### src/source/be_config.svh
// sizes for the back end; BE_RP and both queue depths must be powers of two, BE_XLEN must be 32
`ifndef BE_CONFIG_SVH
`define BE_CONFIG_SVH

// architectural registers, register 0 included
`define BE_AREG_NUM 8

// physical copies kept per architectural register
`define BE_RP 4

`define BE_XLEN 32

// issue queue depths
`define BE_ALU_DP 4
`define BE_MUL_DP 4

// reorder FIFO depth
`define BE_ROB_DP 8

`endif

### src/source/be_pkg.sv
// shared back end types; widths follow be_config.svh and a physical register is {areg, copy}
`include "be_config.svh"

package be_pkg;

	typedef logic [`BE_XLEN-1:0] xlen_t;
	typedef logic [$clog2(`BE_AREG_NUM)-1:0] areg_t;
	typedef logic [$clog2(`BE_RP)-1:0] copy_t;

	// flat index into the physical file
	typedef struct packed {
		areg_t areg;
		copy_t copy;
	} preg_t;

	typedef enum logic [2:0] {
		OP_ADD,
		OP_SUB,
		OP_AND,
		OP_XOR,
		OP_MUL
	} op_e;

	// as decoded by the front end
	typedef struct packed {
		op_e   op;
		areg_t rd;
		areg_t rs1;
		areg_t rs2;
	} micro_instr_t;

	typedef struct packed {
		op_e   op;
		preg_t rd;
		preg_t rs1;
		preg_t rs2;
	} issue_info_t;

	typedef struct packed {
		op_e   op;
		preg_t rd;
		xlen_t op1;
		xlen_t op2;
	} exe_param_t;

	typedef struct packed {
		logic  valid;
		preg_t rd;
		xlen_t res;
	} wb_t;

	typedef struct packed {
		preg_t rd;
	} rob_info_t;

endpackage

### src/source/dispatch.sv
// one instruction per cycle; pop is combinational and stalls when no copy of rd is free
`include "be_config.svh"

module dispatch (
	input  be_pkg::micro_instr_t                      i_instr,
	input  logic                                      i_instr_empty,
	output logic                                      o_instr_pop,
	input  be_pkg::copy_t [`BE_AREG_NUM-1:0]          i_rn_act,
	input  logic          [`BE_AREG_NUM*`BE_RP-1:0]   i_rn_used,
	output logic                                      o_rename_valid,
	output be_pkg::preg_t                             o_rename_set,
	output logic                                      o_alu_push,
	output logic                                      o_mul_push,
	input  logic                                      i_alu_full,
	input  logic                                      i_mul_full,
	output be_pkg::issue_info_t                       o_issue_info,
	output logic                                      o_rob_push,
	output be_pkg::rob_info_t                         o_rob_info,
	input  logic                                      i_rob_full
);

	logic          is_mul;
	logic          queue_full;
	logic          copy_free;
	be_pkg::copy_t free_copy;

	assign is_mul     = i_instr.op == be_pkg::OP_MUL;
	assign queue_full = is_mul ? i_mul_full : i_alu_full;

	// lowest unused copy of rd
	always_comb begin
		copy_free = 1'b0;
		free_copy = '0;
		for (int i = `BE_RP - 1; i >= 0; i--) begin
			if (!i_rn_used[{i_instr.rd, be_pkg::copy_t'(i)}]) begin
				copy_free = 1'b1;
				free_copy = be_pkg::copy_t'(i);
			end
		end
	end

	assign o_instr_pop = !i_instr_empty && !queue_full && !i_rob_full && copy_free;

	assign o_rename_valid = o_instr_pop;
	assign o_rename_set   = '{areg: i_instr.rd, copy: free_copy};

	// sources see the active copy from before this rename
	assign o_issue_info.op  = i_instr.op;
	assign o_issue_info.rd  = o_rename_set;
	assign o_issue_info.rs1 = '{areg: i_instr.rs1, copy: i_rn_act[i_instr.rs1]};
	assign o_issue_info.rs2 = '{areg: i_instr.rs2, copy: i_rn_act[i_instr.rs2]};

	assign o_alu_push = o_instr_pop && !is_mul;
	assign o_mul_push = o_instr_pop && is_mul;

	assign o_rob_push    = o_instr_pop;
	assign o_rob_info.rd = o_rename_set;

endmodule

### config.mk
export PLATFORM = sky130hd
export DESIGN_NAME = dispatch
export DESIGN_NICKNAME = d
export VERILOG_FILES = /design/src/source/be_pkg.sv /design/src/source/dispatch.sv
export VERILOG_INCLUDE_DIRS = /design/src /design/src/source
export SDC_FILE = /design/constraint.sdc
export NUM_CORES = 1
export LEC_CHECK = 0
export BUFFER_PORTS_ARGS = -buffer_cell sky130_fd_sc_hd__buf_2
export CAP_MARGIN = 10
export CORE_MARGIN = 5
export CORE_UTILIZATION = 31
export DETAILED_ROUTE_END_ITERATION = 7
export PLACE_DENSITY = 0.81
export SYNTH_ARGS = -nofsm -noshare
export SYNTH_HDL_FRONTEND = slang
export SYNTH_SLANG_ARGS = --single-unit
### constraint.sdc
create_clock -name vclk -period 2.35
set_clock_uncertainty 0.2 [all_clocks]
set_input_delay 0.47 -clock vclk [all_inputs]
set_output_delay 0.47 -clock vclk [all_outputs]
set_load 0.05 [all_outputs]
Word-level counts from Yosys, hierarchy flattened

Index checks and enable logic that the tools add are counted.
W data, S select, Z words.

Word-level logic and storage cells: 37
Memories: 0
Output and inout port bits: 33
Latch bits: 0
Register bits after elaboration: 0
Memory bits (writable): 0
Bits of input ports: 64
Bits in read-only memories: 0

Reductions and logical operators: 9
$add $sub $neg: 0
Muxes and demuxes: 21
Bitwise gates (word level): 0
$mul: 0
Order comparisons: 6
Equality and inequality tests: 1
Shift operators: 0
Divide/modulo/power cells: 0

Operator list:

| kind                 | count |
|---|---|
| $lt A5 B6 Y1 const B | 4 |
| $bmux W1 S3          | 4 |
| $bmux W2 S3          | 2 |
| $mux W2              | 6 |
| $mux W1              | 9 |
| $lt A3 B4 Y1 const B | 2 |
| $logic_and A1 B1 Y1  | 5 |
| $logic_not A1 Y1     | 4 |
| $eq A3 B3 Y1 const B | 1 |

Longest topological paths before layout

Depth after elaboration: 8
Depth in mapped cells: 6
Gate-level depth less buffers: 4

Worst setup path before layout

No wires, ideal clock.

Path type: input port to output port
From: input i_instr[6] (netlist bit)
To: output o_mul_push
Path slack: -1.402 ns
Buffers on the path: 1
Required time: 1.680 ns
Stages: 5
Arrival: 3.082 ns
Cell sequence: buf_6 -> mux4_1 -> mux2i_2 -> nor4_2 -> nor4b_1

Longest elaborated chain between the ends: 8
Elaborated cells on any way between the ends: 14
Classes of those cells: mux: 12; reduce/logical: 2

RTL lines:

| what                          | line           | text |
|---|---|---|
| from (decl)                   | dispatch.sv:5  | `input be_pkg::micro_instr_t i_instr,` |
| $bmux W1 S3                   | dispatch.sv:35 | `if (!i_rn_used[{i_instr.rd, be_pkg::copy_t'(i)}]) begin` |
| $mux W1 (implied by the code) | dispatch.sv:35 |  |
| $mux W1 (3 in series)         | dispatch.sv:35 |  |
| $mux W1 *                     | dispatch.sv:35 |  |
| $logic_and A1 B1 Y1 *         | dispatch.sv:42 | `assign o_instr_pop = !i_instr_empty && !queue_full && !i_rob_full && copy_free;` |
| $logic_and A1 B1 Y1 *         | dispatch.sv:54 | `assign o_mul_push = o_instr_pop && is_mul;` |
| to (decl)                     | dispatch.sv:13 | `output logic o_mul_push,` |

Mark *: on every way between the ends. The rest lies on a longest branch, timed or not. The select of a mux whose other input is x is not followed.

Final worst setup path

From: input i_instr[6] (netlist bit)
To: output o_alu_push

Longest elaborated chain between the ends: 8
Elaborated cells on any way between the ends: 14
Classes of those cells: mux: 12; reduce/logical: 2

RTL lines:

| what                          | line           | text |
|---|---|---|
| $bmux W1 S3                   | dispatch.sv:35 |  |
| $mux W1 (implied by the code) | dispatch.sv:35 |  |
| $mux W1 (3 in series)         | dispatch.sv:35 |  |
| $mux W1 *                     | dispatch.sv:35 |  |
| $logic_and A1 B1 Y1 *         | dispatch.sv:42 |  |
| $logic_and A1 B1 Y1 *         | dispatch.sv:53 | `assign o_alu_push = o_instr_pop && !is_mul;` |
| to (decl)                     | dispatch.sv:12 | `output logic o_alu_push,` |

Marks and branches as above.

==> metrics.cfg <==
[final_layout]
seq_cells = 0
drive_gt1_share_pct = 96.5
diodes = 0
fill_cells = 207
design_area_sq_um = 1360
num-nets-final = 210
seq_area_sq_um = 0
clock_buffers = 0
area.growth.synth_to_final_pct = 73.0

[sta]
hold_slack_ps = 1040
max_slew.worst_pin.slew_ps = 416
hold_viol_final = 0
rsz0062_at_grt = true
final_max_slew_viol_count = 0
max_slew_margin_pct = 72.3
layout_min_cycle_time_ps = 2630
min_period_over_period_pct = 112
fmax_mhz = 381
setup_slack_ps = -276
setup_viol = 11

[floorplanning]
die_x_microns = 60.3
row_count = 18
io_pins = 97
start_util_pct = 31.9
dieArea_sq_um = 3630
coreArea_sq_um = 2450
die_h_microns = 60.3

[global_route]
grt_remaining_overflow = 0
grt_max_degree = 12
grt_pass1_vias = 911
grt_pass1_wl_mm = 3.99
antenna_found_initial = 0
grt_use_total_pct = 14.2

[synth]
syn_nets = 127
synthDominantCellAreaShare_pct = 26.8
seq_area_frac_synth_pct = 0
synthesis.area_sq_um = 783
synth_top_area_cell = mux4_1
avgSynthCellArea_sq_um = 12.4
yosysWarnings = 0
ys_types = 21
synth_area_leaders = mux4_1, buf_4, mux4_2
netlist_instances = 63

[placed_design]
io_buffers = 97
gp_congestion = 0.757
place_area_sq_um = 1200
dp_hpwl_mm = 2.52

[detailed_routing]
drtPass1Iterations = 4
ant_nets = 0
routed_wl_mm = 2.74
wl_per_cell_microns = 15.7
routed_via_density = 4.96
routed-via-count = 863
drc = 0
drt_first_iter_violations = 22

[critical_path]
end_kind = output port
cp_max_fo = 5
worstSetupEndpoint = o_alu_push
worstSetupPathType = input pin to output port
crit_path_start = i_instr[6]
cp.arrival_ps = 1960
required_ps = 1680
startpoint_type = input pin

[power]
leakage_nw = 0.646
peakVddDrop_mv = 0.196
power_mw = 0.470
power.density_nw_per_um2 = 347

[min_path]
worstHoldPathType = input pin to output port

[status]
status = finished, violations left
violations = setup timing

[flow_run]
max_cap_violations = 0

==> cell usage after synthesis (3+ instances only) <==
cell and number:
buf_4 24, mux2_2 4, mux2i_2 3, mux4_1 8, mux4_2 8
==> power breakdown <==
part           total [mW]  leakage, nW  switching, mW  internal [mW]
clock                   0            0              0              0
sequential              0            0              0              0
combinational       0.470        0.646          0.268          0.202
==> logic make-up (layout without fill, tap and decap cells) <==
family / Yosys count / after routing / synth area share, %
muxes: 24 / 24 / 62.1
and+or+nand+nor: 9 / 9 / 7.99
AOI/OAI and AO/OA: 2 / 2 / 2.55
buffers and inverters: 28 / 109 / 27.3
==> timing repair <==
action	in CTS	in global routing
pin swaps	5	2
endpoints found under the setup margin	11	14
buffers inserted	2	1
hold buffers	0	0
gates cloned	1	0
resized for setup	27	6
==> metal layers <==
metal	global-route usage, %	part of all wire [%]
met5	0	0
met4	1.58	0.29
met3	3.02	12
met2	30.1	60
met1	14.0	28
==> layout make-up <==
cell class / count / area (sq um) / share of cell area, %
Timing Repair Buffer: 108 / 686 / 50.6
Multi-Input combinational cell: 35 / 628 / 46.4
Tap cell: 30 / 37.5 / 2.77
Inverter: 1 / 3.75 / 0.277
==> worst min path at each step <==
stage                     start               end  slack (ps)  depth (start not counted)
floorplan            i_alu_full        o_alu_push         840                          1
global placement    i_instr[11]  o_issue_info[17]        1040                          2
detailed placement  i_instr[11]  o_issue_info[17]        1040                          2
CTS                 i_instr[11]  o_issue_info[17]        1040                          2
global route        i_instr[11]  o_issue_info[17]        1050                          2
finish              i_instr[11]  o_issue_info[17]        1040                          2
==> worst max-delay path: stages <==
cell and delay (ps):
buf_12 90, mux4_2 520, mux2i_4 200, nor4_4 90, nor4_2 320, buf_4 260
==> cells in the final DEF (no fill, tap or decap) <==
cell       netlist  routed
buf_2            0      81
inv_1            1       1
nand2b_1         1       1
nor4_4           0       1
mux2_2           4       4
buf_4           24      12
mux4_2           8      16
mux2i_4          0       4
buf_12           0       1
buf_8            1       3
nor2_1           1       1
buf_16           0       1
a21oi_4          0       1
nor2b_1          1       1
or2_2            1       1
clkbuf_4         0       4
a2111oi_4        0       1
nor3_2           0       1
nor4_2           1       1
nor4b_2          0       1
buf_6            1       6
nor3b_1          1       1
==> per-stage QoR <==
stage | TNS, ps | util [%] | std cells | setup WS, ps
6_report | -2640 | 55.2 | 174 | -276
5_1_grt | -3390 | 55.2 | 174 | -332
4_1_cts | -2550 | 54.2 | 173 | -246
3_5_place_dp | -5640 | 48.9 | 170 | -574
3_3_place_gp | -4900 | 48.9 | 170 | -499
2_1_floorplan | -6470 | - | 63 | -760
No activity file was read; power rests on OpenSTA's default activity.
