[config.mk]
export PLATFORM = sky130hd
export DESIGN_NAME = alu
export DESIGN_NICKNAME = d
export VERILOG_FILES = /design/src/source/be_pkg.sv /design/src/source/alu.sv
export VERILOG_INCLUDE_DIRS = /design/src /design/src/source
export SDC_FILE = /design/constraint.sdc
export NUM_CORES = 1
export LEC_CHECK = 0
export BUFFER_PORTS_ARGS = -buffer_cell sky130_fd_sc_hd__buf_4
export CORE_AREA = 2 2 109 79
export DETAILED_ROUTE_END_ITERATION = 8
export DIE_AREA = 0 0 111 81
export MAX_ROUTING_LAYER = met4
export PLACE_DENSITY = 0.8
export SLEW_MARGIN = 15
export SYNTH_ARGS = -nofsm -noshare
export SYNTH_HDL_FRONTEND = slang
export SYNTH_SLANG_ARGS = --single-unit
[constraint.sdc]
create_clock -name CLK -period 5.1 [get_ports CLK]
set_clock_uncertainty 0.2 [all_clocks]
set_input_delay 0.765 -clock CLK [delete_from_list [all_inputs] [get_ports CLK]]
set_output_delay 0.765 -clock CLK [all_outputs]
set_load 0.1 [all_outputs]
[src/source/be_config.svh]
// sizes for the back end; BE_RP and both queue depths must be powers of two, BE_XLEN must be 32
`ifndef BE_CONFIG_SVH
`define BE_CONFIG_SVH

// architectural registers, register 0 included
`define BE_AREG_NUM 8

// physical copies kept per architectural register
`define BE_RP 4

`define BE_XLEN 32

// issue queue depths
`define BE_ALU_DP 4
`define BE_MUL_DP 4

// reorder FIFO depth
`define BE_ROB_DP 8

`endif

[src/source/be_pkg.sv]
// shared back end types; widths follow be_config.svh and a physical register is {areg, copy}
`include "be_config.svh"

package be_pkg;

	typedef logic [`BE_XLEN-1:0] xlen_t;
	typedef logic [$clog2(`BE_AREG_NUM)-1:0] areg_t;
	typedef logic [$clog2(`BE_RP)-1:0] copy_t;

	// flat index into the physical file
	typedef struct packed {
		areg_t areg;
		copy_t copy;
	} preg_t;

	typedef enum logic [2:0] {
		OP_ADD,
		OP_SUB,
		OP_AND,
		OP_XOR,
		OP_MUL
	} op_e;

	// as decoded by the front end
	typedef struct packed {
		op_e   op;
		areg_t rd;
		areg_t rs1;
		areg_t rs2;
	} micro_instr_t;

	typedef struct packed {
		op_e   op;
		preg_t rd;
		preg_t rs1;
		preg_t rs2;
	} issue_info_t;

	typedef struct packed {
		op_e   op;
		preg_t rd;
		xlen_t op1;
		xlen_t op2;
	} exe_param_t;

	typedef struct packed {
		logic  valid;
		preg_t rd;
		xlen_t res;
	} wb_t;

	typedef struct packed {
		preg_t rd;
	} rob_info_t;

endpackage

[src/source/alu.sv]
// one-cycle ALU; add and sub wrap at 32 bits, any code other than the four ALU ops yields zero

module alu (
	input  logic               CLK,
	input  logic               i_rst_n,
	input  logic               i_exe_valid,
	input  be_pkg::exe_param_t i_exe,
	output be_pkg::wb_t        o_wb
);

	be_pkg::xlen_t res;
	be_pkg::xlen_t wb_res;
	be_pkg::preg_t wb_rd;
	logic          wb_valid;

	always_comb begin
		case (i_exe.op)
			be_pkg::OP_ADD: res = i_exe.op1 + i_exe.op2;
			be_pkg::OP_SUB: res = i_exe.op1 - i_exe.op2;
			be_pkg::OP_AND: res = i_exe.op1 & i_exe.op2;
			be_pkg::OP_XOR: res = i_exe.op1 ^ i_exe.op2;
			default:        res = '0;
		endcase
	end

	always_ff @(posedge CLK) begin
		if (!i_rst_n)
			wb_valid <= 1'b0;
		else
			wb_valid <= i_exe_valid;
	end

	always_ff @(posedge CLK) begin
		wb_res <= res;
		wb_rd  <= i_exe.rd;
	end

	assign o_wb = '{valid: wb_valid, rd: wb_rd, res: wb_res};

endmodule

Yosys cells after proc, flatten, opt, wreduce, memory -nomap -nowiden
Cells that the tools add are included.
- $add $sub $neg: 2
- equality and inequality tests: 3
- muxes and demuxes: 1
- bitwise logic cells: 2
- reductions and logical operators: 1
- operators by type and width (operator ; number):
    one-hot mux 32 bit (4 select lines) ; 1
    adder 32 bit ; 1
    AND 32 bit ; 1
    subtractor 32 bit ; 1
    bitwise XOR 32 bit ; 1
    equality test 3 x 2 -> 1 bit, second input constant ; 2
    equality test 3 x 1 -> 1 bit, second input constant ; 1
    zero test 3 bit ; 1
- register bits after elaboration: 38
- input port bits: 75

Logic depth before layout (Yosys ltp)
- word-level depth: 2
- depth in mapped cells: 18

Worst setup path after synthesis
No wires, ideal clock.
- path type: input to register
- from: input i_exe[70] (netlist name)
- to: register wb_res[25]
- library setup time: 120 ps
- data arrival time: 4051 ps
- slack: 729 ps
- stages on the path: 16
- path through: clkbuf_1 nor2_1 and2_1 clkbuf_1 clkbuf_1 nor2_1 xnor2_1 ha_1 o21a_1 o21a_1 o21a_1 a211o_1 a21oi_1 a211oi_1 a311oi_1 a211o_1
- cells in the longest elaborated chain, start to end: 2
- ends and longest elaborated chain (element ; RTL line ; source):
    from (decl) ; alu.sv:7 ; input be_pkg::exe_param_t i_exe,
    equality test 3 x 2 -> 1 bit (tied with other cells) ; alu.sv:17 ; case (i_exe.op)
    one-hot mux 32 bit (4 select lines) (*) ; alu.sv:17 ;
    via res[25] ; alu.sv:11 ; be_pkg::xlen_t res;
    to (signal assigned) ; alu.sv:34 ; wb_res <= res;
    to (decl) ; alu.sv:12 ; be_pkg::xlen_t wb_res;
The timed path passes the listed nets; every way through them passes the cells marked *.
A chain may end at the register's enable or synchronous reset.

Worst setup path in the final report
- from: input i_exe[4] (netlist name)
- to: register wb_res[28]
- cells in the longest elaborated chain, start to end: 2
- ends and longest elaborated chain (element ; RTL line):
    subtractor 32 bit or adder 32 bit (tied branches) ; alu.sv:19, alu.sv:18
    one-hot mux 32 bit (4 select lines) (*) ; alu.sv:17
    via res[28] ; alu.sv:11
Marks and branches as above.

==> summary.txt <==
Route
  • Final WL: between 10 and 15 mm
  • Drt first pass iters: 6
  • DR WL/cell: 17.77 um
  • DR vias: about 4400
  • Vias per cell: 5.974
  • # DRC: 0
  • First DRT Iteration DRCs: 361
  • Detail Route Antenna Nets: 0

CTS
  • Worst-path clk slew: around 0.06 ns
  • CTS Buffer Depth: 2
  • H-tree levels: 2
  • Root Driver: clkbuf_16
  • Count of cells resized by post-cts repair: 0
  • CTS Buf Count: 5
  • Setup repair bufs after CTS: 0
  • CTS tree: yes
  • Hold_buf cts: 0
  • Clock sink total: 38

Timing
  • Final period utilization: a little over 90%
  • Setup violators final: 0
  • Endpoints failing hold: 0
  • Fmax: around 0.22 GHz
  • Final hold slack: 0.3825 ns
  • Min Tclk post-route: roughly 4.6 ns
  • RSZ-0062 raised after global routing: false
  • Slew HR: 48.80%
  • Final worst setup slack: roughly 0.49 ns
  • Setup TNS: 0 ns
  • Slew @ Worst Pin: just under 0.8 ns
  • Max Slew Vio Count: 0

Global routing
  • Total grt overflow: 0
  • Largest net degree at the start of global routing: 36
  • First-pass GRT wire length: 20.83 mm
  • Vias in the first global route: 4034
  • Total track usage: around 30%
  • Initial antenna violation count: 0

Power
  • Maximum VDD drop: about 0.18 mV
  • Combinational Power Share: between 50% and 60%
  • Internal power: 0.8965 mW
  • Leak: between 2 and 3 nW
  • Seq pwr share: 21.2%
  • Clock power frac: between 20% and 30%
  • PD cells: between 200 and 300 nW/um2
  • Power Total: around 1.6 mW
  • Fraction of power spent switching nets: 44.57%
  • Net switching power: around 0.7 mW

Die
  • Initial core utilization: 52.91%
  • Full die area: 8991 um2
  • # rows: 28
  • Io pins: 113
  • Die Wd: 111 um
  • Core Region: 8093 um2
  • Die Height: about 80 um

Logic synthesis
  • Fraction of registers with async set/reset: 0%
  • Adder-Cell Fraction of Synth Area: roughly a fifth
  • Synth Register Bits: 38
  • Prevailing post-synth register cell: dfxtp_1
  • Synth Instances: around 520
  • Compound-Gate Fraction of Synth Area: approximately a quarter
  • Mapped Avg Cell Area: 8.187 um2
  • Netlist cell types: 56
  • Largest family of logic cells by synthesized area: compound AO/OA/AOI/OAI gates
  • Syn Std Cell Area: between 4000 and 5000 um2
  • YS warnings: 0
  • Synth Area in Simple Gates: roughly 17%
  • Post-Syn Nets: 663
  • Number of synthesized flops with an enable pin: 0
  • Part of the Yosys area used for sequential elements: between 15 and 20%
  • XOR/XNOR Fraction of Synth Area: between 10% and 20%
  • Mux contribution to synthesized area: between 7 and 8%

Min path
  • Hold Path Class: primary input to register
  • WHS Path Cells: 1

Run status
  • Status: finished clean

Critical path
  • Worst Path Arrival: roughly 4.5 ns
  • CP Class: primary input to register
  • Critical path endpoint: wb_res[28]
  • Crit path required time: 5.02 ns
  • Worst Setup SP: i_exe[4]
  • CP max FO: 4
  • Startpoint Class: primary input
  • CP Capture Type: register

Final layout
  • Area delta synth->final: 26.97%
  • NumNets Final: around 770
  • Fillers: ~690
  • Antenna Cells: 0
  • Proportion of layout cells with a drive suffix above 1: a little under a quarter
  • Final non-filler cell total: 734

Placement
  • DP Worst Slack: between 0.2 and 0.3 ns
  • Placed insts: approximately 730
  • Detail Placement HPWL: between 10 and 15 mm
  • I/O Buffers: 112
  • GP Congestion: ~0.90

Run
  • Max_cap viols: 0
==> how the worst min path moves through the flow <==
stage | from | endpoint
after floorplan | i_exe[64] | o_wb[32]
after global placement | i_exe[68] | o_wb[36]
after detailed placement | i_exe[68] | o_wb[36]
after CTS | i_exe[68] | o_wb[36]
after global routing | i_exe[68] | o_wb[36]
final | i_exe[68] | o_wb[36]
==> Yosys cell counts, drive strengths merged, types with 5 or more instances <==
cell | count | area, um2
nor3 | 7 | 35.03
a21oi | 52 | 260.3
and3 | 7 | 43.79
a21o | 17 | 127.6
a211oi | 18 | 135.1
o22ai | 8 | 50.05
xor2 | 18 | 157.7
inv | 14 | 52.55
nand4 | 6 | 37.54
nand2 | 27 | 108.9
xnor2 | 33 | 289.0
nand3 | 7 | 35.03
nor4 | 5 | 46.29
o21bai | 6 | 45.04
o31ai | 8 | 73.82
a211o | 5 | 43.79
nand2b | 10 | 62.56
o21ai | 18 | 90.09
clkbuf | 23 | 86.33
nor2 | 47 | 176.4
ha | 64 | 800.8
dfxtp | 38 | 760.7
mux2i | 31 | 310.3
==> layer usage <==
layer	global-route usage (%)	wire, um	vias up
li1	-	-	2153
met1	42.18	6408	2038
met2	45.71	5469	187
met3	5.373	1091	7
met4	4.375	73	0
met5	-	0	-
==> state kept, by name (all words and copies together) (netlist names) <==
name / flops
wb_valid: 1
wb_res: 32
o_wb: 5
==> critical path, stage by stage <==
cell	delay [ns]
buf_4	0.13
or4_4	0.56
nor3_1	0.26
a21oi_1	0.13
xnor2_1	0.15
ha_1	0.33
a21o_1	0.22
nor4_1	0.40
o31ai_1	0.24
a2111oi_0	0.61
buf_4	0.22
o21ai_0	0.18
xnor2_1	0.22
o22ai_1	0.11
==> power groups by stage <==
| stage | Clock, mW | Sequential, mW | Combinational (mW) |
|---|---|---|---|
| global route | 0.436 | 0.346 | 0.916 |
| finish | 0.417 | 0.343 | 0.857 |
| floorplan | 0 | 0.601 | 0.366 |
| CTS | 0.421 | 0.343 | 0.850 |
| detailed placement | 0 | 0.349 | 0.845 |
| global placement | 0 | 0.349 | 0.834 |
==> logic make-up after synthesis <==
kind of cell    Yosys count
compound gates          160
xor+xnor                 51
fa+ha+maj                65
buf+inv                  40
flops                    38
mux                      31
simple gates            138
==> area by class of cell <==
cell class | count | area (um2) | area share, %
clock inverters | 3 | 68.82 | 1.266
clock buffers | 5 | 125.1 | 2.301
flip-flops and latches | 38 | 760.7 | 13.99
repair buffers | 124 | 930.9 | 17.12
inverters | 14 | 52.55 | 0.9666
well taps | 105 | 131.4 | 2.417
multi-input cells | 445 | 3367 | 61.93
==> cell usage in the layout, fill, tap and decap left out, types with 5 or more instances in the layout <==
cell type	instances
buf_4	124
ha_1	64
a21oi_1	52
nor2_1	47
dfxtp_1	38
xnor2_1	33
mux2i_1	31
nand2_1	26
o21ai_0	18
xor2_1	18
a211oi_1	18
a21o_1	17
inv_1	14
nand2b_1	10
o22ai_1	8
nor3_1	7
o31ai_1	7
nand3_1	7
and3_1	7
nand4_1	6
o21bai_1	6
a211o_1	5
clkbuf_16	5
==> stage by stage <==
step | area, um2 | util, %
final | 5436 | 67.18
after global routing | 5436 | 67.18
after CTS | 5436 | 67.18
after detailed placement | 5243 | 64.78
after global placement | 5243 | 64.78
after floorplan | 4282 | -
No activity file was read; power rests on OpenSTA's default activity.
