[config.mk]
export PLATFORM = sky130hd
export DESIGN_NAME = issue_queue
export DESIGN_NICKNAME = d
export VERILOG_FILES = /design/src/source/be_pkg.sv /design/src/source/issue_queue.sv
export VERILOG_INCLUDE_DIRS = /design/src /design/src/source
export SDC_FILE = /design/constraint.sdc
export NUM_CORES = 2
export LEC_CHECK = 0
export ABC_CLOCK_PERIOD_IN_PS = 11700
export BUFFER_PORTS_ARGS = -buffer_cell sky130_fd_sc_hd__buf_2
export CAP_MARGIN = 10
export CORE_AREA = 3 3 441 443
export DETAILED_ROUTE_END_ITERATION = 12
export DIE_AREA = 0 0 444 446
export PLACE_DENSITY = 0.38
export SLEW_MARGIN = 20
export SYNTH_ARGS = -nofsm -noshare
export SYNTH_HDL_FRONTEND = slang
export SYNTH_SLANG_ARGS = --single-unit
[constraint.sdc]
create_clock -name CLK -period 11.7 [get_ports CLK]
set_clock_uncertainty 0.2 [all_clocks]
set_input_delay 1.755 -clock CLK [delete_from_list [all_inputs] [get_ports CLK]]
set_output_delay 1.755 -clock CLK [all_outputs]
set_load 0.1 [all_outputs]
[src/source/be_config.svh]
// sizes for the back end; BE_RP and both queue depths must be powers of two, BE_XLEN must be 32
`ifndef BE_CONFIG_SVH
`define BE_CONFIG_SVH

// architectural registers, register 0 included
`define BE_AREG_NUM 8

// physical copies kept per architectural register
`define BE_RP 4

`define BE_XLEN 32

// issue queue depths
`define BE_ALU_DP 4
`define BE_MUL_DP 4

// reorder FIFO depth
`define BE_ROB_DP 8

`endif

[src/source/be_pkg.sv]
// shared back end types; widths follow be_config.svh and a physical register is {areg, copy}
`include "be_config.svh"

package be_pkg;

	typedef logic [`BE_XLEN-1:0] xlen_t;
	typedef logic [$clog2(`BE_AREG_NUM)-1:0] areg_t;
	typedef logic [$clog2(`BE_RP)-1:0] copy_t;

	// flat index into the physical file
	typedef struct packed {
		areg_t areg;
		copy_t copy;
	} preg_t;

	typedef enum logic [2:0] {
		OP_ADD,
		OP_SUB,
		OP_AND,
		OP_XOR,
		OP_MUL
	} op_e;

	// as decoded by the front end
	typedef struct packed {
		op_e   op;
		areg_t rd;
		areg_t rs1;
		areg_t rs2;
	} micro_instr_t;

	typedef struct packed {
		op_e   op;
		preg_t rd;
		preg_t rs1;
		preg_t rs2;
	} issue_info_t;

	typedef struct packed {
		op_e   op;
		preg_t rd;
		xlen_t op1;
		xlen_t op2;
	} exe_param_t;

	typedef struct packed {
		logic  valid;
		preg_t rd;
		xlen_t res;
	} wb_t;

	typedef struct packed {
		preg_t rd;
	} rob_info_t;

endpackage

[src/source/issue_queue.sv]
// in-order issue FIFO; DP must be a power of two and at least 2, only the head may launch
`include "be_config.svh"

module issue_queue #(
	parameter int DP = 4
) (
	input  logic                                      CLK,
	input  logic                                      i_rst_n,
	input  logic                                      i_push,
	input  be_pkg::issue_info_t                       i_info,
	output logic                                      o_full,
	input  logic          [`BE_AREG_NUM*`BE_RP-1:0]   i_wb_log,
	input  be_pkg::xlen_t [`BE_AREG_NUM*`BE_RP-1:0]   i_regfile,
	output logic                                      o_exe_valid,
	output be_pkg::exe_param_t                        o_exe
);

	localparam int AW = $clog2(DP);

	be_pkg::issue_info_t buffer [DP];
	be_pkg::issue_info_t head;
	logic [AW:0]         rd_ptr;
	logic [AW:0]         wr_ptr;
	logic                empty;
	logic                pop;

	// extra pointer bit tells full from empty
	assign empty  = rd_ptr == wr_ptr;
	assign o_full = (rd_ptr[AW] != wr_ptr[AW]) && (rd_ptr[AW-1:0] == wr_ptr[AW-1:0]);
	assign head   = buffer[rd_ptr[AW-1:0]];

	// launch once both sources are written back
	assign pop = !empty && i_wb_log[head.rs1] && i_wb_log[head.rs2];

	always_ff @(posedge CLK) begin
		if (!i_rst_n) begin
			rd_ptr      <= '0;
			wr_ptr      <= '0;
			o_exe_valid <= 1'b0;
		end else begin
			if (i_push)
				wr_ptr <= wr_ptr + 1'b1;
			if (pop)
				rd_ptr <= rd_ptr + 1'b1;
			o_exe_valid <= pop;
		end
	end

	always_ff @(posedge CLK) begin
		if (i_push)
			buffer[wr_ptr[AW-1:0]] <= i_info;
		if (pop)
			o_exe <= '{op: head.op, rd: head.rd,
				op1: i_regfile[head.rs1], op2: i_regfile[head.rs2]};
	end

	a_no_push_full: assert property (@(posedge CLK) disable iff (!i_rst_n) i_push |-> !o_full);

endmodule

Word-level counts from Yosys, hierarchy flattened
Memory sizes are Yosys's and may differ from the RTL's. A register that Yosys moved wholly into a read port is not among the register bits. Cells that the tools add are included. Widths: inputs -> output; s select.

Register bits: 79. Bits in writable memories: 72. Input port bits: 1077. Output and inout port bits: 74. Word-level logic and storage cells: 32. Memories: 1.

Add/sub/neg operators: 2. Magnitude comparators: 2. Equal/unequal tests: 3. Mux-type cells: 12. Reduce and logical (&&, ||, !) cells: 4.

Memories: buffer (depth 4, bits a word 18, read ports 1, clocked after Yosys merged registers in 1, write ports 1, line issue_queue.sv:20) `be_pkg::issue_info_t buffer [DP];`.

Operator list (count): $bmux 32 s5 (2); $mux 32 (2); $lt 5x6->1 const B (2); $bmux 1 s5 (2); $add 3x1->3 const B (2); $mux 1 (4); $mux 2 (2); $eq 3x3->1 (1); $logic_and 1x1->1 (3); $eq 2x2->1 (1); $logic_not 1->1 (1); $ne 1x1->1 (1).

Depth between registers and ports, before layout
Depth in word-level cells: 6. Depth in mapped cells: 11. Gate-level depth less buffers: 7.

Least setup slack after synthesis
No wires, ideal clock.

Path type: input port to flip-flop. Start: input port i_wb_log[26]. End: register o_exe[0] in the netlist's numbering, enable pin. Setup time: 0.399 ns. Arrival time: 3.524 ns. Data required time: 11.101 ns. Setup slack: 7.576 ns. Stages: 6. Path buffers: 1. Cell sequence: mux2i_1 mux2_2 o211a_1 o21ai_0 o211a_1 buf_2.

Word-level cells in the longest chain between the ends: 4. Elaborated cells between the ends (all ways): 6. Classes of those cells: 4 x mux; 2 x reduce/logical.

Ends and longest elaborated chain: from (decl) (line issue_queue.sv:12) `` input logic [`BE_AREG_NUM*`BE_RP-1:0] i_wb_log, ``; $bmux 1 s5 (line issue_queue.sv:33) `assign pop = !empty && i_wb_log[head.rs1] && i_wb_log[head.rs2];`; $mux 1 (not written as such) (line issue_queue.sv:33); $logic_and 1x1->1 (line issue_queue.sv:33); $logic_and 1x1->1 (*) (line issue_queue.sv:33); net pop (line issue_queue.sv:25) `logic pop;`; to (signal assigned) (line issue_queue.sv:53) `o_exe <= '{op: head.op, rd: head.rd,`; to (decl) (line issue_queue.sv:15) `output be_pkg::exe_param_t o_exe`.

Mark *: on every way through the listed nets, which the timed path passes. The rest lies on a longest branch. The select of a mux whose other input is x is not followed. A chain may end at the register's enable or synchronous reset.

==> impl_metrics.csv <==
group,metric,value,unit
run_status,outcome,"finished, final reports clean",
power_and_ir_drop,p_sw_share,52.2,%
power_and_ir_drop,vdd_drop_max,0.000106,V
power_and_ir_drop,clock_power_share,10.2,%
die,die_area,198000,sq um
detailed_routing,routed_via_density,4.44,
sta,worstMarginPinSlew,1040,ps
layout,final_nets,3659,
sta,slew_headroom,30.9,%
detailed_routing,wl_per_cell,34.4,um
synthesis,yosysTopAreaCellShare,60.6,%
global_routing,grt_use_total,17.2,%
critical_path,critical_path_arrival,5720,ps
synthesis,synth-edff-count,144,
clock_tree,cts.htree.levels,4,
layout,instances_no_fill,5166,
synthesis,synth_area_leader_cell,"mux4_2",
synthesis,synthArstFlopShare,0,%
sta,slew_viol_final,0,
die,die_width,444,um
sta,period_share,48.7,%
detailed_routing,first_iter_violations,2258,
detailed_routing,routed_wirelength,178000,um
power_and_ir_drop,p_switching,0.00343,W
synthesis,avgSynthCellArea,14.2,sq um
sta,setup_viol,0,
die,row_count,160,
power_and_ir_drop,p_int,0.00314,W
worst_hold_path,worstHoldPathType,"reg -> reg",
clock_tree,postCtsHoldBufs,0,
clock_tree,cts_sinks,153,
placement,gp_congestion,0.972,
critical_path,critPathKind,"reg -> reg",
global_routing,grt_max_degree,81,
global_routing,grt_overflow,0,
die,boundaryPins,1151,
synthesis,synth_area_leaders,"mux4_2, edfxtp_1, nand2_1, mux2i_1, mux2_2",
synthesis,synth_nets,2642,
global_routing,grt_pass1_vias,22900,
layout,drive_gt1_share,71.8,%
power_and_ir_drop,power_per_cell_area,209,nW/um^2
layout,area_growth,41.4,%
sta,hold_viol_final,0,
sta,fmax,176,MHz
clock_tree,worstSkewPairLatency,520,ps
detailed_routing,drc_errors,0,
sta,rsz0062_at_grt,"no",
clock_tree,cts_buffers,17,
die,core_area,190000,sq um
synthesis,seq_area_frac_synth,20.3,%
flow_run,drv_cap,0,
die,initial_core_util,11.7,%
clock_tree,postCtsSetupBuffers,0,
sta,fin_hold_ws,299,ps
power_and_ir_drop,pwr-share-comb,76.7,%
placement,dp_cells,5068,
critical_path,cp-start-kind,"flip-flop",
detailed_routing,vias,22900,
clock_tree,cts_tree,"yes",
placement,place.port_buffers,1150,
critical_path,cp-end-kind,"flip-flop",
power_and_ir_drop,p_leak,11.9,nW
power_and_ir_drop,pwr-share-seq,13.0,%
clock_tree,root_buffer,"clkbuf_16",
detailed_routing,first_pass_iters,5,
die,die_y,446,um
critical_path,path_max_fanout,50,
synthesis,syn-cell-area,22200,sq um
clock_tree,clkTransAtPathRegs,90,ps
synthesis,synth_flop_cell,"edfxtp_1",
layout,design_area,31400,sq um
clock_tree,cts.path.max_buffers,2,
layout,fillerInstances,21200,
synthesis,synth_cell_types,33,
worst_hold_path,hp-start,"rd_ptr[2]",
synthesis,syn_inst,1560,
clock_tree,cts_resized,0,
global_routing,grt_pass1_wl,227000,um
synthesis,yosysWarnings,0,
synthesis,ys_ff_latch,153,
sta,fin_crit,5700,ps
global_routing,antenna_found_initial,180,
detailed_routing,ant_nets,0,
critical_path,cp.required,11730,ps
placement,placedInstanceArea,30600,sq um
sta,setup_tns,0,ps
placement,dp_hpwl,149000,um
[metrics by stage]
stage               total power [W]  worst slack (ps)  utilization, %
floorplan                   0.00436              7580               -
global placement            0.00602              5950            16.1
detailed placement          0.00600              6030            16.1
CTS                         0.00673              6010            16.4
global route                0.00693              5860            16.5
finish                      0.00656              6000            16.5
[cell families after synthesis]
logic type               after synthesis  share of synthesized area, %
adder cells (fa/ha/maj)                5                         0.282
XOR/XNOR                               5                         0.197
buffers and inverters                195                          4.08
AO/OA/AOI/OAI                        141                          3.72
flip-flops                           153                          20.3
AND/OR/NAND/NOR                      378                          6.75
multiplexers                         683                          64.7
[state kept, by name, indices dropped and copies added, names as in the netlist, named ones only]
register,count
buffer,72
o_exe,72
rd_ptr,3
wr_ptr,3
o_exe_valid,1
[path summary, 6_finish.rpt]
| path | end | slack, ps | depth (start not counted) |
|---|---|---|---|
| max | o_exe[60] | 6000 | 10 |
| min | rd_ptr[2] | 300 | 2 |
| max reg2reg | o_exe[60] | 6000 | 10 |
| min reg2reg | rd_ptr[2] | 300 | 2 |
[layout make-up]
class | instances | area [sq um] | share of cell area [%]
sequential | 153 | 4500 | 14.3
clock buffer | 17 | 425 | 1.35
tap | 2511 | 3140 | 10.0
antenna | 65 | 163 | 0.518
timing repair buffer | 1191 | 6110 | 19.4
multi-input combinational | 1212 | 16800 | 53.6
inverter | 2 | 7.51 | 0.0239
clock inverter | 15 | 218 | 0.693
[layout by cell type, fill, tap and decap left out, types with 2 or more instances in the layout]
master and count:
buf_2 1150, mux4_2 588, nand2_1 327, edfxtp_1 144, diode_2 65, a21oi_1 64
mux2i_1 48, buf_4 38, mux2_2 36, nand3_1 35, o21ai_0 33, o211ai_1 33
clkbuf_16 17, mux4_4 10, dfxtp_1 9, and2_1 6, clkinv_8 6, nor2b_1 5
ha_1 5, o2111ai_1 3, xnor2_1 3, inv_6 3, xor2_1 2, inv_1 2
nand2b_1 2, inv_8 2, inv_12 2, buf_12 2
[critical path, stage by stage (launching register included)]
cell and delay, ps:
dfxtp_1 400, buf_4 390, mux4_4 940, buf_4 670
buf_4 740, buf_4 560, mux4_2 390, nand2_1 100
nand2_1 70, o211ai_1 510, o21ai_0 200
[power by group through the flow]
stage / sequential, W / combinational [W] / clock, W
2_1_floorplan: 0.00146 / 0.00289 / 0
3_3_place_gp: 0.000875 / 0.00514 / 0
3_5_place_dp: 0.000870 / 0.00513 / 0
4_1_cts: 0.000861 / 0.00515 / 0.000720
5_1_grt: 0.000867 / 0.00534 / 0.000722
6_report: 0.000855 / 0.00504 / 0.000672
[synthesized netlist by cell type, types with 3 or more instances]
library cell  instances
mux4_2              598
nand2_1             327
edfxtp_1            144
clkbuf_1             79
a21oi_1              64
buf_2                59
mux2i_1              48
mux2_2               37
nand3_1              35
o211ai_1             33
o21ai_0              33
buf_1                31
buf_4                21
dfxtp_1               9
and2_1                6
ha_1                  5
nor2b_1               5
buf_6                 3
o2111ai_1             3
xnor2_1               3
[routing by layer]
metal	part of all wire (%)	GRT usage, %	routed length [um]
met2	51	30.2	90400
met1	36	19.9	64800
met4	3.1	4.87	5420
met3	9.2	5.72	16400
met5	0.35	0	626
No activity file was read; power rests on OpenSTA's default activity.
