`src/source/be_config.svh`:
```
// sizes for the back end; BE_RP and both queue depths must be powers of two, BE_XLEN must be 32
`ifndef BE_CONFIG_SVH
`define BE_CONFIG_SVH

// architectural registers, register 0 included
`define BE_AREG_NUM 8

// physical copies kept per architectural register
`define BE_RP 4

`define BE_XLEN 32

// issue queue depths
`define BE_ALU_DP 4
`define BE_MUL_DP 4

// reorder FIFO depth
`define BE_ROB_DP 8

`endif

```
`src/source/be_pkg.sv`:
```
// shared back end types; widths follow be_config.svh and a physical register is {areg, copy}
`include "be_config.svh"

package be_pkg;

	typedef logic [`BE_XLEN-1:0] xlen_t;
	typedef logic [$clog2(`BE_AREG_NUM)-1:0] areg_t;
	typedef logic [$clog2(`BE_RP)-1:0] copy_t;

	// flat index into the physical file
	typedef struct packed {
		areg_t areg;
		copy_t copy;
	} preg_t;

	typedef enum logic [2:0] {
		OP_ADD,
		OP_SUB,
		OP_AND,
		OP_XOR,
		OP_MUL
	} op_e;

	// as decoded by the front end
	typedef struct packed {
		op_e   op;
		areg_t rd;
		areg_t rs1;
		areg_t rs2;
	} micro_instr_t;

	typedef struct packed {
		op_e   op;
		preg_t rd;
		preg_t rs1;
		preg_t rs2;
	} issue_info_t;

	typedef struct packed {
		op_e   op;
		preg_t rd;
		xlen_t op1;
		xlen_t op2;
	} exe_param_t;

	typedef struct packed {
		logic  valid;
		preg_t rd;
		xlen_t res;
	} wb_t;

	typedef struct packed {
		preg_t rd;
	} rob_info_t;

endpackage

```
`src/source/phy_register.sv`:
```
// rename state and data for all copies; reset makes copy 0 of each register live with value zero
`include "be_config.svh"

module phy_register (
	input  logic                                           CLK,
	input  logic                                           i_rst_n,
	input  logic                                           i_rename_valid,
	input  be_pkg::preg_t                                  i_rename_set,
	input  be_pkg::wb_t                                    i_alu_wb,
	input  be_pkg::wb_t                                    i_mul_wb,
	input  logic                                           i_commit_valid,
	input  be_pkg::preg_t                                  i_commit_preg,
	output be_pkg::xlen_t [`BE_AREG_NUM*`BE_RP-1:0]        o_regfile,
	output be_pkg::copy_t [`BE_AREG_NUM-1:0]               o_rn_act,
	output be_pkg::copy_t [`BE_AREG_NUM-1:0]               o_rn_arch,
	output logic          [`BE_AREG_NUM*`BE_RP-1:0]        o_rn_used,
	output logic          [`BE_AREG_NUM*`BE_RP-1:0]        o_wb_log
);

	be_pkg::preg_t old_preg;

	// copy being replaced in the architectural state
	assign old_preg = '{areg: i_commit_preg.areg, copy: o_rn_arch[i_commit_preg.areg]};

	always_ff @(posedge CLK) begin
		if (!i_rst_n) begin
			o_regfile <= '0;
			o_rn_act  <= '0;
			o_rn_arch <= '0;
			o_rn_used <= '0;
			o_wb_log  <= '0;
			for (int a = 0; a < `BE_AREG_NUM; a++) begin
				o_rn_used[a*`BE_RP] <= 1'b1;
				o_wb_log[a*`BE_RP]  <= 1'b1;
			end
		end else begin
			// new copy becomes the one later readers see
			if (i_rename_valid) begin
				o_rn_act[i_rename_set.areg] <= i_rename_set.copy;
				o_rn_used[i_rename_set]     <= 1'b1;
				o_wb_log[i_rename_set]      <= 1'b0;
			end
			if (i_alu_wb.valid) begin
				o_regfile[i_alu_wb.rd] <= i_alu_wb.res;
				o_wb_log[i_alu_wb.rd]  <= 1'b1;
			end
			if (i_mul_wb.valid) begin
				o_regfile[i_mul_wb.rd] <= i_mul_wb.res;
				o_wb_log[i_mul_wb.rd]  <= 1'b1;
			end
			// free the old copy
			if (i_commit_valid) begin
				o_rn_arch[i_commit_preg.areg] <= i_commit_preg.copy;
				o_rn_used[old_preg]           <= 1'b0;
				o_wb_log[old_preg]            <= 1'b0;
			end
		end
	end

	a_wb_distinct: assert property (@(posedge CLK) disable iff (!i_rst_n)
		i_alu_wb.valid && i_mul_wb.valid |-> i_alu_wb.rd != i_mul_wb.rd);

endmodule

```
`config.mk`:
```
export PLATFORM = sky130hd
export DESIGN_NAME = phy_register
export DESIGN_NICKNAME = d
export VERILOG_FILES = /design/src/source/be_pkg.sv /design/src/source/phy_register.sv
export VERILOG_INCLUDE_DIRS = /design/src /design/src/source
export SDC_FILE = /design/constraint.sdc
export NUM_CORES = 2
export LEC_CHECK = 0
export ABC_AREA = 0
export ABC_CLOCK_PERIOD_IN_PS = 2900
export BUFFER_PORTS_ARGS = -buffer_cell sky130_fd_sc_hd__buf_2
export CAP_MARGIN = 10
export CORE_AREA = 2 2 477 479
export DETAILED_ROUTE_END_ITERATION = 6
export DIE_AREA = 0 0 479 481
export HOLD_SLACK_MARGIN = 0.02
export PLACE_DENSITY = 0.5
export SLEW_MARGIN = 15
export SYNTH_ARGS = -nofsm -noshare
export SYNTH_HDL_FRONTEND = slang
export SYNTH_SLANG_ARGS = --single-unit
```
`constraint.sdc`:
```
create_clock -name CLK -period 2.9 [get_ports CLK]
set_input_delay 0.58 -clock CLK [delete_from_list [all_inputs] [get_ports CLK]]
set_output_delay 0.58 -clock CLK [all_outputs]
set_load 0.005 [all_outputs]
```
# After elaboration in Yosys (flattened, before gate mapping)

Cells that the tools add are included.

Input port bits: 90
Output and inout port bits: 1120
Register bits: 1120

Order comparisons: 12
Bitwise gates (word level): 8
Reductions and logical operators: 6
Muxes and demuxes: 35

Operators by type and width:

| kind                 | count |
|---|---|
| $mux W1024           | 3 |
| $bwmux W1024         | 2 |
| $mux W32             | 12 |
| $demux W32 S5        | 2 |
| $and A32 B32 Y32     | 3 |
| $or A32 B32 Y32      | 3 |
| $not A32 Y32         | 2 |
| $bwmux W16           | 2 |
| $lt A5 B6 Y1 const B | 4 |
| $demux W1 S5         | 4 |
| $ge A5 B1 Y1 const B | 4 |
| $demux W2 S3         | 2 |
| $lt A3 B4 Y1 const B | 2 |
| $bmux W2 S3          | 1 |
| $ge A3 B1 Y1 const B | 2 |
| $logic_and A1 B1 Y1  | 6 |
| $mux W2              | 3 |
| $mux W1              | 4 |

# Longest topological paths before layout

Word-level depth: 16
Gate-level depth with buffers: 8
Mapped depth without buffers: 4

# Worst setup path after synthesis

No wires, ideal clock.

Path kind: in2reg
From: in i_alu_wb[33] (netlist name)
To: reg o_regfile[162] (netlist name)
Path buffers: 3
Cell stages on the path: 7
Data required time: 2814 ps
Arrival: 2118 ps
Library setup time: 86 ps
Slack: 697 ps
Path through: buf_2 nand4b_1 or3_1 buf_2 buf_2 mux2i_1 a211oi_1

Cells in the longest elaborated chain, start to end: 9

Ends and longest elaborated chain:

| what                                                               | RTL line           | text |
|---|---|---|
| start, declared                                                    | phy_register.sv:9  | `input be_pkg::wb_t i_alu_wb,` |
| $lt A5 B6 Y1 (implied by the code) or $ge A5 B1 Y1 (tied branches) | phy_register.sv:44 | `o_regfile[i_alu_wb.rd] <= i_alu_wb.res;` |
| $logic_and A1 B1 Y1 (implied by the code)                          | phy_register.sv:44 |  |
| $mux W32 (implied by the code)                                     | phy_register.sv:44 |  |
| $demux W32 S5 *                                                    | phy_register.sv:44 |  |
| $bwmux W1024 *                                                     | phy_register.sv:44 |  |
| $mux W1024 *                                                       | phy_register.sv:43 | `if (i_alu_wb.valid) begin` |
| $mux W1024 *                                                       | phy_register.sv:26 | `if (!i_rst_n) begin` |
| $bwmux W1024                                                       | phy_register.sv:48 | `o_regfile[i_mul_wb.rd] <= i_mul_wb.res;` |
| $mux W1024 *                                                       | phy_register.sv:47 | `if (i_mul_wb.valid) begin` |
| end signal, assigned by index                                      | phy_register.sv:44 |  |
| end signal, assigned by index                                      | phy_register.sv:48 |  |
| end, declared                                                      | phy_register.sv:13 | `` output be_pkg::xlen_t [`BE_AREG_NUM*`BE_RP-1:0] o_regfile, `` |

Every way passes the cells marked *; elsewhere a longest branch is shown, timed or not. The select of a mux whose other input is x is not followed.
A chain may end at the register's enable or synchronous reset.

# Worst setup path in the final report

From: reg o_rn_arch[0] (netlist name)
To: reg o_wb_log[16]

Cells in the longest elaborated chain, start to end: 9

Ends and longest elaborated chain:

| what                                                               | RTL line           | text |
|---|---|---|
| start, declared                                                    | phy_register.sv:15 | `` output be_pkg::copy_t [`BE_AREG_NUM-1:0] o_rn_arch, `` |
| start signal, assigned by index                                    | phy_register.sv:53 | `o_rn_arch[i_commit_preg.areg] <= i_commit_preg.copy;` |
| $bmux W2 S3 *                                                      | phy_register.sv:23 | `assign old_preg = '{areg: i_commit_preg.areg, copy: o_rn_arch[i_commit_preg.areg]};` |
| $mux W2 (implied by the code) *                                    | phy_register.sv:23 |  |
| $lt A5 B6 Y1 (implied by the code) or $ge A5 B1 Y1 (tied branches) | phy_register.sv:55 | `o_wb_log[old_preg] <= 1'b0;` |
| $logic_and A1 B1 Y1 (implied by the code)                          | phy_register.sv:55 |  |
| $mux W1 (implied by the code)                                      | phy_register.sv:55 |  |
| $demux W1 S5 *                                                     | phy_register.sv:55 |  |
| $not A32 Y32 (no source line) *                                    | --                 |  |
| $and A32 B32 Y32 (no source line) *                                | --                 |  |
| $mux W32 *                                                         | phy_register.sv:52 | `if (i_commit_valid) begin` |
| end signal, assigned by index                                      | phy_register.sv:45 | `o_wb_log[i_alu_wb.rd] <= 1'b1;` |
| end signal, assigned by index                                      | phy_register.sv:49 | `o_wb_log[i_mul_wb.rd] <= 1'b1;` |
| end signal, assigned by index                                      | phy_register.sv:55 |  |
| end, declared                                                      | phy_register.sv:17 | `` output logic [`BE_AREG_NUM*`BE_RP-1:0] o_wb_log `` |

Marks and branches as above.

==> metrics.md <==
| Metric | Value |
|---|---|
| Detailed Route WL | `305 mm` |
| Die Y-Extent | `481 um` |
| Critical-path top delay cell | `mux4_2` |
| Predominant post-synthesis flop cell | `dfxtp_1` |
| Vias in the first global route | `48.2k` |
| GRT Util Overall | `roughly a quarter` |
| Overflow after GRT | `0` |
| IO Pins | `1,210` |
| DRC violations left | `0` |
| Comb pwr share | `9.4%` |
| Remaining antenna violation count | `0` |
| Largest stage delay, worst path | `about 500 ps` |
| Synth Instances | `5,765` |
| First-pass GRT wire length | `408 mm` |
| DR iter-0 viols | `5,881` |
| Clock Sinks | `1,120` |
| Clock Tree Root | `clkbuf_16` |
| Netlist cell types | `55` |
| Syn. warnings | `0` |
| CTS HTree Levels | `4` |
| Peak VDD IR | `0.528 mV` |
| Layout filler cell count | `roughly 24k` |
| Drt first pass iters | `6` |
| Register area share after synthesis | `between 40 and 50%` |
| CP Buf/Inv Count | `0` |
| Largest net degree at the start of global routing | `131` |
| Initial Util | `22.1%` |
| Post-synth EDFFs | `0` |
| Post-synth ARST share | `0%` |
| Die X | `479 um` |
| WP data arrival | `roughly 2800 ps` |
| Run status | `completed` |
| Part of the total power dissipated in the clock network | `47.9%` |
| Clock buffer depth | `3` |
| Layout Nets | `around 6.7k` |
| Core box area | `0.226 mm^2` |
| Num rows | `175` |
| Final setup vio count | `0` |
| Reg power frac | `42.7%` |
| Syn Nets | `5,855` |
| Final worst path period need | `2120 ps` |
| HPWL after DPL | `199 mm` |
| Post-CTS Resized | `0` |
| Clock latency at the later pin of the worst-skew pair | `roughly 790 ps` |
| GR Util met2 | `37.9%` |
| Critical path class | `reg -> reg` |
| Mean area per synthesized cell | `8.65 um^2` |
| Net Sw Frac | `27.6%` |
| Worst-path clk slew | `60 ps` |
| Switch Pwr | `10.3 mW` |
| Hold buffer count at CTS | `0` |
| Tot Pwr | `37.2 mW` |
| Mapped Area | `0.0499 mm^2` |
| Setup_tns | `0 ps` |
| P&R area growth vs syn | `30.3%` |
| Crit-path cells | `mux4_2, mux2i_4, nand3_1, o22a_1` |
| DR vias/cell | `5.37` |
| Period utilization | `between 70% and 80%` |
| Die area | `roughly 0.23 mm^2` |
| Dpl cells | `9,484` |
| RSZ-0062 raised after global routing | `no` |
| MaxCap Viol Count | `0` |
| CTS tree | `built` |
| CP endpoint kind | `flip-flop` |
| Gr busiest metal | `met2` |
| LEAKAGE | `about 27 nW` |
| Max_slew headroom | `27.0%` |
| Met3 GRT Util | `6.92%` |
| Initial antenna violation count | `34` |
| FF+latch count, synth | `1,120` |
| Worst Path Required | `3570 ps` |
| Placer congestion estimate | `0.887` |
| Layout cells sized above 1 | `26.4%` |
| Num CTS Buffers | `137` |
| Worst slew pin tran | `1090 ps` |
| Worst Clk Skew | `around 7.1 ps` |
| # port buffers | `1,209` |
| Non-Filler Instances | `around 9.7k` |
| Setup Buffers After CTS | `0` |
| Startpoint Class | `flip-flop` |
| Wire per inst | `31.3 um` |
| Vias | `52.3k` |
| Hold WS | `around 150 ps` |
| Crit path max-delay family | `multiplexers` |
| Max Clock Freq | `473 MHz` |
| Int Pwr | `about 27 mW` |
| Fin. Hold Viols | `0` |
| Final Max Slew Viols | `0` |
| Worst hold-check path type | `in -> reg` |
| M1 GR Usage | `31.9%` |
| Max FO, Critical Path | `10` |
| Cell area power density | `573 mW/mm^2` |
[synth_stat cells, drive strengths merged (10+ instances only)]
| library cell | instances | area [um^2] |
|---|---|---|
| nand3 | 402 | 2020 |
| clkbuf | 595 | 2230 |
| dfxtp | 1120 | 22400 |
| buf | 170 | 885 |
| a211oi | 642 | 4820 |
| nor2 | 1094 | 4130 |
| nor2b | 10 | 62.6 |
| nand4b | 10 | 93.8 |
| nand2 | 479 | 1800 |
| mux2i | 657 | 6600 |
| a311oi | 390 | 3420 |
| a21oi | 42 | 233 |
| o21ai | 55 | 275 |
[layout by cell type, fill, tap and decap left out, types with 4 or more instances in the layout]
cell type  netlist  layout
buf_2           89    1187
dfxtp_1       1120    1120
nor2_1        1086    1081
mux2i_1        655     655
a211oi_1       642     642
nand2_1        479     443
nand3_1        401     398
a311oi_1       390     390
buf_4           30     177
clkbuf_16        0     139
buf_12           0     111
o21ai_0         55      55
clkbuf_1       595      38
a21oi_1         36      36
clkbuf_8         0      31
nand2_2          0      23
diode_2          0      15
clkinv_2         0      15
nor2_4           0      13
nand2_4          0      13
nand4b_1         9       9
nor2b_1         10       8
o22a_1           8       8
nor3_1           7       7
o22ai_1          7       7
o211ai_1         7       7
o311a_1          7       7
bufinv_16        0       7
a21oi_2          6       6
inv_6            0       6
nand2b_1         5       5
clkinv_8         0       5
mux4_2           4       4
a221oi_1         4       4
and4bb_2         4       4
nand3_4          0       4
[flip-flops by register name (all words and copies together) (netlist names)]
signal     cells
o_rn_used     32
o_rn_act      16
o_regfile   1024
o_rn_arch     16
o_wb_log      32
[tightest hold or removal path, stage by stage]
cell,delay (ps)
buf_2,170
nand2_1,80
a21oi_1,50
[through the flow]
step,util [%],cell area (um^2),worst slack (ps)
3_3_place_gp,26.7,60400,130
3_5_place_dp,26.7,60400,193
4_1_cts,28.8,64900,760
2_1_floorplan,-,49900,697
5_1_grt,28.8,64900,729
6_report,28.8,65000,784
[kinds of logic (layout without fill, tap and decap cells)]
kind of cell,count (synthesis),after routing,share of synthesized area [%]
mux,663,663,13.5
buf+inv,768,1725,6.28
compound gates,1174,1174,18.3
flops,1120,1120,45.0
other cells,0,15,0
simple gates,2040,2040,17.0
[power groups by stage]
stage	Clock, mW	Combinational [mW]	Sequential [mW]
finish	17.8	3.50	15.9
global placement	0	3.42	16.2
floorplan	0	1.35	16.2
global route	18.6	3.58	15.9
detailed placement	0	3.43	16.2
CTS	18.0	3.44	15.9
[worst paths after layout]
check | start | end | slack, ps | depth (start not counted)
worst max-delay path | o_rn_arch[0] | o_wb_log[16] | 780 | 4
worst min-delay path | i_commit_preg[1] | o_rn_arch[5] | 150 | 3
worst max register to register | o_rn_arch[0] | o_wb_log[16] | 780 | 4
worst min register to register | o_rn_act[9] | o_rn_act[9] | 460 | 2
[metal layers]
metal	wire, um	vias up
met4	19400	8
li1	-	22400
met2	131000	3490
met3	30700	791
met5	62	-
met1	124000	25600
[cell type report]
| class | count | area (um^2) | share of cell area [%] |
|---|---|---|---|
| diodes | 15 | 37.5 | 0.0578 |
| clock buffers | 208 | 4050 | 6.23 |
| clock inverters | 39 | 526 | 0.809 |
| inverters | 3 | 18.8 | 0.0289 |
| multi-input cells | 3877 | 24700 | 38.0 |
| flip-flops and latches | 1120 | 22400 | 34.5 |
| well taps | 3009 | 3760 | 5.80 |
| repair buffers | 1475 | 9490 | 14.6 |
(Power assumes the default switching activity.)
